--- config.mk ---
export PLATFORM = sky130hd
export DESIGN_NAME = axi2fifo_top
export DESIGN_NICKNAME = d
export VERILOG_FILES = /design/src/axi_slave_pkg.sv /design/src/image_bridge_pkg.sv /design/src/axi_write_engine.sv /design/src/axi_read_engine.sv /design/src/bridge_status_regs.sv /design/src/axi2fifo_top.sv
export VERILOG_INCLUDE_DIRS = /design/src
export SDC_FILE = /design/constraint.sdc
export NUM_CORES = 1
export LEC_CHECK = 0
export ABC_AREA = 1
export BUFFER_PORTS_ARGS = -buffer_cell sky130_fd_sc_hd__buf_2
export CORE_AREA = 2 2 267 269
export CTS_CLUSTER_SIZE = 16
export DETAILED_ROUTE_END_ITERATION = 6
export DIE_AREA = 0 0 269 271
export MAX_ROUTING_LAYER = met4
export SLEW_MARGIN = 20
export SYNTH_ARGS = -nofsm -noshare
export SYNTH_HDL_FRONTEND = slang
export SYNTH_SLANG_ARGS = --single-unit
export TNS_END_PERCENT = 1
--- constraint.sdc ---
create_clock -name s_axi_aclk -period 16.7 [get_ports s_axi_aclk]
set_input_delay 1.67 -clock s_axi_aclk [delete_from_list [all_inputs] [get_ports s_axi_aclk]]
set_output_delay 1.67 -clock s_axi_aclk [all_outputs]
set_load 0.02 [all_outputs]
--- src/a2f_macros.svh ---
`ifndef A2F_MACROS_SVH
`define A2F_MACROS_SVH

// AXI slave port widths
`define A2F_ADDR_W 7
`define A2F_DATA_W 128
`define A2F_ID_W 16
`define A2F_LEN_W 8

// Image geometry fields
`define A2F_IMG_W_W 12
`define A2F_IMG_H_W 11

// DRAM engine request address
`define A2F_DRAM_ADDR_W 39

`endif

--- src/axi_slave_pkg.sv ---
package axi_slave_pkg;

    //////////////////////////////////////////////////////////////////////
    // Response codes
    //////////////////////////////////////////////////////////////////////
    typedef enum logic [1:0] {
        RESP_OKAY   = 2'b00,
        RESP_SLVERR = 2'b10
    } axi_resp_t;

    //////////////////////////////////////////////////////////////////////
    // Channel state machines
    //////////////////////////////////////////////////////////////////////

    // One state per write target, then the response phase
    typedef enum logic [3:0] {
        WR_IDLE   = 4'h0,
        WR_FIFO   = 4'h2,
        WR_FLUSH  = 4'h3,
        WR_SIZE   = 4'h4,
        WR_BUFFER = 4'h5,
        WR_DONE   = 4'h6,
        WR_ERROR  = 4'h7,
        WR_RESP   = 4'h8
    } wr_state_t;

    typedef enum logic [1:0] {
        RD_IDLE  = 2'h0,
        RD_DRAM  = 2'h1,
        RD_ERROR = 2'h2
    } rd_state_t;

endpackage

--- src/image_bridge_pkg.sv ---
`include "a2f_macros.svh"

package image_bridge_pkg;

    //////////////////////////////////////////////////////////////////////
    // Register map
    //////////////////////////////////////////////////////////////////////
    typedef enum logic [`A2F_ADDR_W-1:0] {
        REG_FIFO   = 7'h00,
        REG_FLUSH  = 7'h10,
        REG_SIZE   = 7'h20,
        REG_BUFFER = 7'h30,
        REG_DONE   = 7'h40
    } reg_map_t;

    // Read space reuses offset zero for the DRAM request word
    localparam reg_map_t REG_DRAM_REQ = REG_FIFO;

    //////////////////////////////////////////////////////////////////////
    // Write data word, pixel payload or size fields
    //////////////////////////////////////////////////////////////////////
    typedef union packed {
        logic [`A2F_DATA_W-1:0] raw;
        struct packed {
            logic [63:0] rsvd;
            logic [31:0] width;
            logic [31:0] height;
        } size;
    } data_word_u;

endpackage

--- src/axi_write_engine.sv ---
`include "a2f_macros.svh"

module axi_write_engine (
    input  logic                          s_axi_aclk,
    input  logic                          s_axi_aresetn,
    input  logic [`A2F_ADDR_W-1:0]        s_axi_awaddr,
    input  logic [`A2F_ID_W-1:0]          s_axi_awid,
    input  logic                          s_axi_awvalid,
    output logic                          s_axi_awready,
    input  logic [`A2F_DATA_W-1:0]        s_axi_wdata,
    input  logic                          s_axi_wvalid,
    input  logic                          s_axi_wlast,
    output logic                          s_axi_wready,
    input  logic                          s_axi_bready,
    output logic                          s_axi_bvalid,
    output axi_slave_pkg::axi_resp_t      s_axi_bresp,
    output logic [`A2F_ID_W-1:0]          s_axi_bid,
    input  logic                          image_sender_full,
    input  logic                          dram_buffer_full,
    output logic                          image_sender_write,
    output logic                          image_sender_flush,
    output logic [`A2F_DATA_W-1:0]        image_sender_fifo_din,
    output logic [`A2F_DATA_W-1:0]        dram_read_data,
    output logic                          dram_read_data_valid,
    output logic                          size_load,
    output image_bridge_pkg::data_word_u  size_word,
    output logic                          done_beat,
    output logic                          done_last,
    output logic                          write_idle
);

    axi_slave_pkg::wr_state_t wr_state;
    axi_slave_pkg::wr_state_t wr_next;
    logic [`A2F_ID_W-1:0]     awid_q;
    logic                     aw_fire;
    logic                     w_fire;
    logic                     resp_phase;

    assign aw_fire    = s_axi_awvalid && s_axi_awready;
    assign w_fire     = s_axi_wvalid && s_axi_wready;
    assign write_idle = (wr_state == axi_slave_pkg::WR_IDLE);
    assign resp_phase = (wr_state == axi_slave_pkg::WR_RESP) ||
                        (wr_state == axi_slave_pkg::WR_ERROR);

    // Back-pressure only on the two targets that can fill up
    always_comb begin
        case (wr_state)
            axi_slave_pkg::WR_FIFO:   s_axi_wready = !image_sender_full;
            axi_slave_pkg::WR_BUFFER: s_axi_wready = !dram_buffer_full;
            axi_slave_pkg::WR_FLUSH,
            axi_slave_pkg::WR_SIZE,
            axi_slave_pkg::WR_DONE:   s_axi_wready = 1'b1;
            default:                  s_axi_wready = 1'b0;
        endcase
    end

    //////////////////////////////////////////////////////////////////////
    // Next state
    //////////////////////////////////////////////////////////////////////
    always_comb begin
        wr_next = wr_state;
        case (wr_state)
            axi_slave_pkg::WR_IDLE: begin
                if (aw_fire) begin
                    case (s_axi_awaddr)
                        image_bridge_pkg::REG_FIFO:   wr_next = axi_slave_pkg::WR_FIFO;
                        image_bridge_pkg::REG_FLUSH:  wr_next = axi_slave_pkg::WR_FLUSH;
                        image_bridge_pkg::REG_SIZE:   wr_next = axi_slave_pkg::WR_SIZE;
                        image_bridge_pkg::REG_BUFFER: wr_next = axi_slave_pkg::WR_BUFFER;
                        image_bridge_pkg::REG_DONE:   wr_next = axi_slave_pkg::WR_DONE;
                        default:                      wr_next = axi_slave_pkg::WR_ERROR;
                    endcase
                end
            end
            axi_slave_pkg::WR_FIFO,
            axi_slave_pkg::WR_FLUSH,
            axi_slave_pkg::WR_SIZE,
            axi_slave_pkg::WR_BUFFER,
            axi_slave_pkg::WR_DONE: begin
                if (w_fire && s_axi_wlast) begin
                    wr_next = axi_slave_pkg::WR_RESP;
                end
            end
            axi_slave_pkg::WR_RESP,
            axi_slave_pkg::WR_ERROR: begin
                if (s_axi_bready) begin
                    wr_next = axi_slave_pkg::WR_IDLE;
                end
            end
            default: wr_next = axi_slave_pkg::WR_IDLE;
        endcase
    end

    //////////////////////////////////////////////////////////////////////
    // State, handshakes and target strobes
    //////////////////////////////////////////////////////////////////////
    always_ff @(posedge s_axi_aclk) begin
        if (!s_axi_aresetn) begin
            wr_state             <= axi_slave_pkg::WR_IDLE;
            s_axi_awready        <= 1'b0;
            s_axi_bvalid         <= 1'b0;
            image_sender_write   <= 1'b0;
            image_sender_flush   <= 1'b0;
            dram_read_data_valid <= 1'b0;
            size_load            <= 1'b0;
            done_beat            <= 1'b0;
            done_last            <= 1'b0;
        end else begin
            wr_state      <= wr_next;
            // Registered so it stays low through the first cycle after reset
            s_axi_awready <= (wr_next == axi_slave_pkg::WR_IDLE);
            s_axi_bvalid  <= resp_phase && s_axi_bready;

            image_sender_write   <= w_fire && (wr_state == axi_slave_pkg::WR_FIFO);
            image_sender_flush   <= w_fire && (wr_state == axi_slave_pkg::WR_FLUSH) &&
                                    s_axi_wdata[0];
            dram_read_data_valid <= w_fire && (wr_state == axi_slave_pkg::WR_BUFFER);
            size_load            <= w_fire && (wr_state == axi_slave_pkg::WR_SIZE);
            done_beat            <= w_fire && (wr_state == axi_slave_pkg::WR_DONE);
            done_last            <= w_fire && (wr_state == axi_slave_pkg::WR_DONE) &&
                                    s_axi_wlast;
        end
    end

    // Payload and ID holding
    always_ff @(posedge s_axi_aclk) begin
        if (aw_fire) begin
            awid_q <= s_axi_awid;
        end
        if (resp_phase && s_axi_bready) begin
            s_axi_bid   <= awid_q;
            s_axi_bresp <= (wr_state == axi_slave_pkg::WR_ERROR) ?
                           axi_slave_pkg::RESP_SLVERR : axi_slave_pkg::RESP_OKAY;
        end
        if (w_fire && (wr_state == axi_slave_pkg::WR_FIFO)) begin
            image_sender_fifo_din <= s_axi_wdata;
        end
        if (w_fire && (wr_state == axi_slave_pkg::WR_BUFFER)) begin
            dram_read_data <= s_axi_wdata;
        end
        if (w_fire && (wr_state == axi_slave_pkg::WR_SIZE)) begin
            size_word.raw <= s_axi_wdata;
        end
    end

endmodule

--- src/axi_read_engine.sv ---
`include "a2f_macros.svh"

module axi_read_engine (
    input  logic                          s_axi_aclk,
    input  logic                          s_axi_aresetn,
    input  logic [`A2F_ADDR_W-1:0]        s_axi_araddr,
    input  logic [`A2F_ID_W-1:0]          s_axi_arid,
    input  logic [`A2F_LEN_W-1:0]         s_axi_arlen,
    input  logic                          s_axi_arvalid,
    output logic                          s_axi_arready,
    input  logic                          s_axi_rready,
    output logic                          s_axi_rvalid,
    output logic                          s_axi_rlast,
    output logic [`A2F_ID_W-1:0]          s_axi_rid,
    output logic [`A2F_DATA_W-1:0]        s_axi_rdata,
    output axi_slave_pkg::axi_resp_t      s_axi_rresp,
    input  logic [`A2F_DRAM_ADDR_W-1:0]   dram_read_addr,
    input  logic [`A2F_LEN_W-1:0]         dram_read_len
);

    axi_slave_pkg::rd_state_t rd_state;
    axi_slave_pkg::rd_state_t rd_next;
    logic [`A2F_LEN_W-1:0]    beats_left;
    logic                     ar_fire;
    logic                     r_fire;

    assign ar_fire = s_axi_arvalid && s_axi_arready;
    assign r_fire  = s_axi_rvalid && s_axi_rready;

    // Beat outputs follow the state directly
    assign s_axi_rvalid = (rd_state != axi_slave_pkg::RD_IDLE);
    assign s_axi_rlast  = (rd_state == axi_slave_pkg::RD_ERROR) ||
                          ((rd_state == axi_slave_pkg::RD_DRAM) && (beats_left == '0));
    assign s_axi_rresp  = (rd_state == axi_slave_pkg::RD_ERROR) ?
                          axi_slave_pkg::RESP_SLVERR : axi_slave_pkg::RESP_OKAY;

    // Length in bits 71:64, address in the low bits
    assign s_axi_rdata = (rd_state == axi_slave_pkg::RD_DRAM) ?
                         {{(64 - `A2F_LEN_W){1'b0}}, dram_read_len,
                          {(64 - `A2F_DRAM_ADDR_W){1'b0}}, dram_read_addr} : '0;

    always_comb begin
        rd_next = rd_state;
        if (rd_state == axi_slave_pkg::RD_IDLE) begin
            if (ar_fire) begin
                rd_next = (s_axi_araddr == image_bridge_pkg::REG_DRAM_REQ) ?
                          axi_slave_pkg::RD_DRAM : axi_slave_pkg::RD_ERROR;
            end
        end else if (r_fire && s_axi_rlast) begin
            rd_next = axi_slave_pkg::RD_IDLE;
        end
    end

    always_ff @(posedge s_axi_aclk) begin
        if (!s_axi_aresetn) begin
            rd_state      <= axi_slave_pkg::RD_IDLE;
            s_axi_arready <= 1'b0;
        end else begin
            rd_state      <= rd_next;
            s_axi_arready <= (rd_next == axi_slave_pkg::RD_IDLE);
        end
    end

    // Burst counter and ID, loaded at the address handshake
    always_ff @(posedge s_axi_aclk) begin
        if (ar_fire) begin
            beats_left <= s_axi_arlen;
            s_axi_rid  <= s_axi_arid;
        end else if (r_fire && !s_axi_rlast) begin
            beats_left <= beats_left - 1'b1;
        end
    end

endmodule

--- src/bridge_status_regs.sv ---
`include "a2f_macros.svh"

module bridge_status_regs (
    input  logic                          s_axi_aclk,
    input  logic                          s_axi_aresetn,
    input  logic                          dram_read_en,
    input  logic                          size_load,
    input  image_bridge_pkg::data_word_u  size_word,
    input  logic                          done_beat,
    input  logic                          done_last,
    input  logic                          write_idle,
    output logic [`A2F_IMG_W_W-1:0]       image_width,
    output logic [`A2F_IMG_H_W-1:0]       image_height,
    output logic                          dram_read_busy,
    output logic                          irq_signal
);

    // Request outstanding, cleared by the first beat at REG_DONE
    logic read_pending;

    //////////////////////////////////////////////////////////////////////
    // Image geometry
    //////////////////////////////////////////////////////////////////////
    always_ff @(posedge s_axi_aclk) begin
        if (!s_axi_aresetn) begin
            image_width  <= '0;
            image_height <= '0;
        end else if (size_load) begin
            image_width  <= size_word.size.width[`A2F_IMG_W_W-1:0];
            image_height <= size_word.size.height[`A2F_IMG_H_W-1:0];
        end
    end

    //////////////////////////////////////////////////////////////////////
    // DRAM request lifecycle and interrupt
    //////////////////////////////////////////////////////////////////////
    always_ff @(posedge s_axi_aclk) begin
        if (!s_axi_aresetn) begin
            read_pending   <= 1'b0;
            dram_read_busy <= 1'b0;
            irq_signal     <= 1'b0;
        end else begin
            if (done_beat) begin
                read_pending <= 1'b0;
            end
            if (done_last) begin
                irq_signal <= 1'b0;
            end
            // Busy only moves between write bursts
            if (write_idle) begin
                dram_read_busy <= read_pending;
                if (dram_read_en) begin
                    read_pending   <= 1'b1;
                    dram_read_busy <= 1'b1;
                    irq_signal     <= 1'b1;
                end
            end
        end
    end

endmodule

--- src/axi2fifo_top.sv ---
`include "a2f_macros.svh"

module axi2fifo_top (
    input  logic                          s_axi_aclk,
    input  logic                          s_axi_aresetn,
    input  logic [`A2F_ADDR_W-1:0]        s_axi_awaddr,
    input  logic [`A2F_ID_W-1:0]          s_axi_awid,
    input  logic                          s_axi_awvalid,
    output logic                          s_axi_awready,
    input  logic [`A2F_DATA_W-1:0]        s_axi_wdata,
    input  logic                          s_axi_wvalid,
    input  logic                          s_axi_wlast,
    output logic                          s_axi_wready,
    input  logic                          s_axi_bready,
    output logic                          s_axi_bvalid,
    output axi_slave_pkg::axi_resp_t      s_axi_bresp,
    output logic [`A2F_ID_W-1:0]          s_axi_bid,
    input  logic [`A2F_ADDR_W-1:0]        s_axi_araddr,
    input  logic [`A2F_ID_W-1:0]          s_axi_arid,
    input  logic [`A2F_LEN_W-1:0]         s_axi_arlen,
    input  logic                          s_axi_arvalid,
    output logic                          s_axi_arready,
    input  logic                          s_axi_rready,
    output logic                          s_axi_rvalid,
    output logic                          s_axi_rlast,
    output logic [`A2F_ID_W-1:0]          s_axi_rid,
    output logic [`A2F_DATA_W-1:0]        s_axi_rdata,
    output axi_slave_pkg::axi_resp_t      s_axi_rresp,
    output logic                          image_sender_reset,
    output logic                          image_sender_flush,
    output logic                          image_sender_write,
    output logic [`A2F_DATA_W-1:0]        image_sender_fifo_din,
    output logic [`A2F_IMG_W_W-1:0]       image_width,
    output logic [`A2F_IMG_H_W-1:0]       image_height,
    input  logic                          image_sender_full,
    input  logic [`A2F_DRAM_ADDR_W-1:0]   dram_read_addr,
    input  logic [`A2F_LEN_W-1:0]         dram_read_len,
    input  logic                          dram_read_en,
    input  logic                          dram_buffer_full,
    output logic [`A2F_DATA_W-1:0]        dram_read_data,
    output logic                          dram_read_data_valid,
    output logic                          dram_read_busy,
    output logic                          irq_signal
);

    // Write engine to status block
    logic                         size_load;
    image_bridge_pkg::data_word_u size_word;
    logic                         done_beat;
    logic                         done_last;
    logic                         write_idle;

    assign image_sender_reset = ~s_axi_aresetn;

    axi_write_engine u_write (
        .s_axi_aclk, .s_axi_aresetn,
        .s_axi_awaddr, .s_axi_awid, .s_axi_awvalid, .s_axi_awready,
        .s_axi_wdata, .s_axi_wvalid, .s_axi_wlast, .s_axi_wready,
        .s_axi_bready, .s_axi_bvalid, .s_axi_bresp, .s_axi_bid,
        .image_sender_full, .dram_buffer_full,
        .image_sender_write, .image_sender_flush, .image_sender_fifo_din,
        .dram_read_data, .dram_read_data_valid,
        .size_load, .size_word, .done_beat, .done_last, .write_idle
    );

    axi_read_engine u_read (
        .s_axi_aclk, .s_axi_aresetn,
        .s_axi_araddr, .s_axi_arid, .s_axi_arlen, .s_axi_arvalid, .s_axi_arready,
        .s_axi_rready, .s_axi_rvalid, .s_axi_rlast, .s_axi_rid, .s_axi_rdata,
        .s_axi_rresp, .dram_read_addr, .dram_read_len
    );

    bridge_status_regs u_status (
        .s_axi_aclk, .s_axi_aresetn,
        .dram_read_en, .size_load, .size_word, .done_beat, .done_last, .write_idle,
        .image_width, .image_height, .dram_read_busy, .irq_signal
    );

endmodule

==> results of run 1 <==
[where the power goes]
group	internal (W)	switching, W
sequential	0.00104	0.00000643
clock	0.000604	0.000392
combinational	0.0000342	0.0000760
total	0.00168	0.000475
[state kept, by name, indices dropped and copies added, names as in the netlist, 2 cells and up]
name / count
u_write.awid_q: 16
u_read.beats_left: 8
u_write.s_axi_bid: 16
u_write.image_sender_fifo_din: 128
u_status.image_width: 12
u_status.image_height: 11
u_write.dram_read_data: 128
u_read.s_axi_rid: 16
u_read.rd_state: 2
u_write.size_word: 23
u_write.wr_state: 4
[critical path: cells and delay by family]
kind	cells	cell delay, ps
buffers and inverters	4	1110
[cells by family (layout without fill, tap and decap cells)]
group | after synthesis | after routing | synth area share [%]
xor gates and xnor gates | 4 | 4 | 0.270
DFF | 377 | 377 | 84.0
buffers and inverters | 172 | 773 | 7.38
and+or+nand+nor | 198 | 198 | 6.41
other | 1 | 100 | 0.0289
AOI/OAI and AO/OA | 44 | 44 | 1.82
adders and majority gates | 1 | 1 | 0.0963
[path summary, 6_finish.rpt]
path | startpoint | endpoint | slack [ps]
setup / recovery | s_axi_aresetn | image_sender_reset | 12220
setup reg to reg | u_write.wr_state[1] | u_write.dram_read_data[90] | 12900
hold / removal | u_write.awid_q[4] | u_write.s_axi_bid[4] | 420
hold reg to reg | u_write.awid_q[4] | u_write.s_axi_bid[4] | 420
[through the flow]
stage	setup WS (ps)	hold slack, ps
floorplan	8580	400
global placement	11640	400
detailed placement	11520	405
CTS	12160	419
global route	11980	432
finish	12220	418
[cell usage after synthesis (2+ instances only)]
cell	instances	area share (%)
dfxtp_1	41	6.3
nor3_1	8	0.31
nor2_1	126	3.6
edfxtp_1	336	78
a21oi_1	7	0.27
nand4_1	3	0.14
o21ai_0	32	1.2
nand3_4	2	0.27
inv_2	3	0.087
xor2_1	3	0.20
nor3b_1	2	0.12
nand2_1	42	1.2
nand3_1	9	0.35
a21oi_2	2	0.13
buf_4	83	4.8
clkbuf_1	10	0.29
nand2_2	2	0.096
inv_1	71	2.1
buf_1	3	0.087
[final cells by class]
cell class	instances	area, sq um	share of cell area, %
sequential	377	10900	59.0
antenna	17	42.5	0.230
multi-input combinational	330	1460	7.88
clock inverter	25	344	1.86
inverter	75	282	1.52
tap	940	1180	6.36
timing repair buffer	619	3120	16.9
clock buffer	54	1160	6.26
[routing by layer]
layer	vias up	GRT usage, %	routed length, um
li1	3928	-	-
met1	4184	12.7	17100
met2	515	22.2	23400
met3	84	4.27	4310
met4	0	4.47	2050
met5	-	-	0
==> flow_summary.yaml, run 1 <==
outcome:
  status: "complete, no violations"
routing:
  firstDrtPassIters: 4
  drtIter0Drc: 429
  post_drt_wl_per_cell_um: 19.2
  dr_total_vias: 8711
  vias_per_cell: 3.57
  totalWireLength_mm: 46.8
  ant_nets: 0
  drc: 0
layout:
  nets: 1687
  final_common_cell: "buf_2"
  stdcell_count: 2437
  fin_area_sq_um: 18500
  fillers: 7240
  fin_util_pct: 26.5
  layout_common_cells: "buf_2, edfxtp_1, nor2_1"
  drive_above_1_share_pct: 47.8
  syn_to_final_growth_pct: 42.3
cts:
  clkSinkCount: 377
  cts-resized-gates: 0
  cts_hold_buf: 0
  postCtsSetupRepairBufs: 0
  insertion_delay_ps: 560
  clockBufferDepth: 3
  clockRootBuffer: "clkbuf_16"
  numCtsBuffers: 43
  cts_tree: "done"
  cts.reportedPaths.clkPinSlew_ps: 60
  htree_levels: 2
setup_path:
  crit_path_max_fanout: 29
  path_cells: "buf_2, buf_4, inv_1, buf_2"
  start_kind: "input pin"
  reg2reg_depth: 10
  critPathSlowestCell: "buf_4"
  endpoint_kind: "primary output"
  path_common_cell: "buf_2"
  required_ps: 15030
  critPathKind: "in2out"
  crit_arrival_ps: 2810
  max_stage_delay_ps: 410
sta:
  fin_setup_tns_ps: 0
  clock.fmax_mhz: 223
  finalCriticalPeriod_ps: 4480
  finalMaxSlewViolations: 0
  maxSlewHeadroom_pct: 31.6
  timing.final.crit_share_pct: 26.8
  clock_skew_ps: 16.3
  hold_violations: 0
  finalSetupViolCount: 0
  tightest_slew_ps: 1020
  rsz0062_at_grt: "false"
floorplan:
  die_width_um: 269
  rows: 97
  io_pins: 695
  start_util_pct: 18.6
  core-area_sq_um: 69800
  die_h_um: 271
  dieArea_sq_um: 72900
global_routing:
  antenna_found_initial: 24
  first_global_vias: 9267
  grt-ovfl-total: 0
  grt_pass1_wl_mm: 62.6
  grt_util_all_layers_pct: 12.5
  grt_max_degree: 67
logic_synthesis:
  syn_avg_cell_area_sq_um: 16.3
  ys_ff_latch: 377
  ys_seq_area_share_pct: 84.0
  netlist_area_sq_um: 13000
  synthArstFlopShare_pct: 0
  yosysWarnings: 0
  synthCells: 797
  yosysUniqueCellTypes: 31
  synth-main-ff-cell: "edfxtp_1"
  synth-edff-count: 336
place:
  port_buffers: 611
  gp_congestion: 0.822
  dp_hpwl_mm: 35.0
  placed_cell_area_sq_um: 16900
  numPlacedInstances: 2341
power_and_ir_drop:
  powerDensity_nw_per_um2: 117
  irDropWorstVdd_v: 0.0000908
  power.total_w: 0.00216
  p_leak_nw: 7.84
min_path:
  hold_depth: 0
  hold_path_class: "reg2reg"
run:
  max_cap_viol_count: 0
(Power assumes the default switching activity.)
==> run 2: changes to the inputs <==
ABC_AREA = 0   (was 1)
CORE_AREA = 2 2 268 270   (was 2 2 267 269)
DIE_AREA = 0 0 270 272   (was 0 0 269 271)
clock period = 4.05 ns   (was 16.7 ns; I/O delays follow)
==> flow_summary.yaml, run 2 <==
floorplan:
  start_util_pct: 18.3
  rows: 98
  die_h_um: 272
  die_width_um: 270
  dieArea_sq_um: 73400
  io_pins: 695
  core-area_sq_um: 70800
setup_path:
  critPathTopFamily: "simple AND/OR/NAND/NOR gates"
  endpoint_kind: "flip-flop"
  required_ps: 4270
  start_kind: "flip-flop"
  path_cells: "o21ai_1, nand2_1, nor2_4, buf_4"
  max_stage_delay_ps: 700
  crit_path_max_fanout: 23
  critPathSlowestCell: "nor2_4"
  critPathKind: "reg2reg"
  crit_buf_inv: 1
  crit_arrival_ps: 2740
routing:
  top_layer_used: "met4"
  met1_length_mm: 15.3
  firstDrtPassIters: 4
  wl_met3_mm: 4.10
  post_drt_wl_per_cell_um: 18.3
  vias_per_cell: 3.59
  drc: 0
  dr_wl_met2_mm: 22.3
  ant_nets: 0
  dr_total_vias: 8551
  totalWireLength_mm: 43.6
  drtIter0Drc: 401
logic_synthesis:
  yosysWarnings: 0
  synthTopCellsByCount: "edfxtp_1, buf_4, and2_1, dfxtp_1, nor2_1"
  ys_ff_latch: 377
  synth-main-ff-cell: "edfxtp_1"
  synth_most_common_cell: "edfxtp_1"
  synth_xor_xnor_area_share_pct: 0.472
  synth_fa_ha_area_share_pct: 0.0964
  netlist_area_sq_um: 13000
  synth_compound_area_share_pct: 1.84
  synth_top_family_by_area: "simple AND/OR/NAND/NOR gates"
  synth_area_leaders: "edfxtp_1, dfxtp_1, buf_4, and2_1, mux2i_1"
  synthSimpleGateAreaFrac_pct: 5.95
  yosysTopAreaCellShare_pct: 77.8
  synthMuxAreaShare_pct: 1.85
  yosysUniqueCellTypes: 52
  ys_seq_area_share_pct: 84.1
  synth.largest_area_cell: "edfxtp_1"
  synthCells: 694
  synth-edff-count: 336
  synthArstFlopShare_pct: 0
  syn_avg_cell_area_sq_um: 18.7
sta:
  hold_violations: 0
  tightest_slew_ps: 1040
  finalCriticalPeriod_ps: 2520
  finalMaxSlewViolations: 0
  rsz0062_at_grt: "false"
  maxSlewHeadroom_pct: 30.8
  clock_skew_ps: 9.34
  finalSetupViolCount: 0
  timing.final.crit_share_pct: 62.2
  fin_setup_tns_ps: 0
  clock.fmax_mhz: 397
global_routing:
  first_global_vias: 8958
  grt-ovfl-total: 0
  grt_pass1_wl_mm: 59.9
  grt_max_degree: 70
  antenna_found_initial: 14
  grt_util_all_layers_pct: 11.6
power_and_ir_drop:
  powerDensity_nw_per_um2: 479
  irDropWorstVdd_v: 0.000415
  p_leak_nw: 7.62
layout:
  top_regs: "u_write.dram_read_data x128, u_write.image_sender_fifo_din x128, u_write.size_word x23"
  syn_to_final_growth_pct: 45.1
  layout_common_cells: "buf_2, edfxtp_1, conb_1"
  final_common_cell: "buf_2"
  nets: 1628
  drive_above_1_share_pct: 49.5
  stdcell_count: 2379
cts:
  insertion_delay_ps: 550
  cts_hold_buf: 41
  numCtsBuffers: 43
  htree_levels: 2
  clkSinkCount: 377
  cts.reportedPaths.clkPinSlew_ps: 60
  clockBufferDepth: 3
  clockRootBuffer: "clkbuf_16"
  cts_tree: "done"
  postCtsSetupRepairBufs: 0
  cts-resized-gates: 0
place:
  dp_hpwl_mm: 32.7
  numPlacedInstances: 2251
  gp_congestion: 1.05
  port_buffers: 611
outcome:
  status: "complete, no violations"
min_path:
  hold_path_class: "in2reg"
run:
  max_cap_viol_count: 0
-- run 2: cell types whose count changed after synthesis, sizes merged, moves of 6 or more --
cell,previous run,this run
nor2,128,39
inv,74,8
mux2i,0,24
o21ai,33,9
nand3,11,2
nand2,44,18
and2,0,51
nand2b,0,6
-- run 2: power by group --
| part | internal, W | switching [W] |
|---|---|---|
| clock network | 0.00233 | 0.00158 |
| logic | 0.000234 | 0.000423 |
| registers | 0.00438 | 0.0000786 |
| total | 0.00694 | 0.00208 |
-- run 2: cell type report --
cell class                 count  area, sq um
multi-input combinational    292         1660
sequential                   377        10900
clock buffer                  56         1140
timing repair buffer         665         3600
antenna                        9         22.5
clock inverter                22          272
fill                        7286        51900
inverter                       8         30.0
tap                          950         1190
-- run 2: metrics by stage --
step | hold WS, ps | total power [W] | worst slack, ps | instance area (sq um) | utilization, %
after global placement | 402 | 0.00516 | 1470 | 17000 | 24.0
after detailed placement | 405 | 0.00517 | 1490 | 17000 | 24.0
after floorplan | 400 | 0.00492 | -475 | 13300 | -
after CTS | 0.116 | 0.00917 | 1460 | 18800 | 26.6
after global routing | 5.06 | 0.00936 | 1360 | 18800 | 26.6
final | 47.3 | 0.00902 | 1530 | 18800 | 26.6
-- run 2: per-layer routing --
| metal | global-route usage, % | vias up |
|---|---|---|
| met1 | 11.5 | 4155 |
| li1 | - | 3808 |
| met2 | 19.8 | 514 |
| met4 | 5.67 | 0 |
| met3 | 4.42 | 74 |
| met5 | - | - |
-- run 2: path summary, 6_finish.rpt --
| path | from | endpoint | slack (ps) | depth (start not counted) |
|---|---|---|---|---|
| setup reg to reg | u_write.wr_state[1] | u_write.dram_read_data[30] | 1530 | 4 |
| hold reg to reg | u_write.awid_q[7] | u_write.s_axi_bid[7] | 420 | 0 |
| setup / recovery | u_write.wr_state[1] | u_write.dram_read_data[30] | 1530 | 4 |
| hold / removal | s_axi_awid[10] | u_write.awid_q[10] | 50 | 1 |
-- run 2: kinds of logic (layout without fill, tap and decap cells) --
family | count (synthesis) | in the layout
flops | 377 | 377
simple gates | 143 | 143
buf+inv | 107 | 751
compound gates | 34 | 34
mux | 24 | 24
xor+xnor | 7 | 7
fa+ha+maj | 1 | 1
other cells | 1 | 92
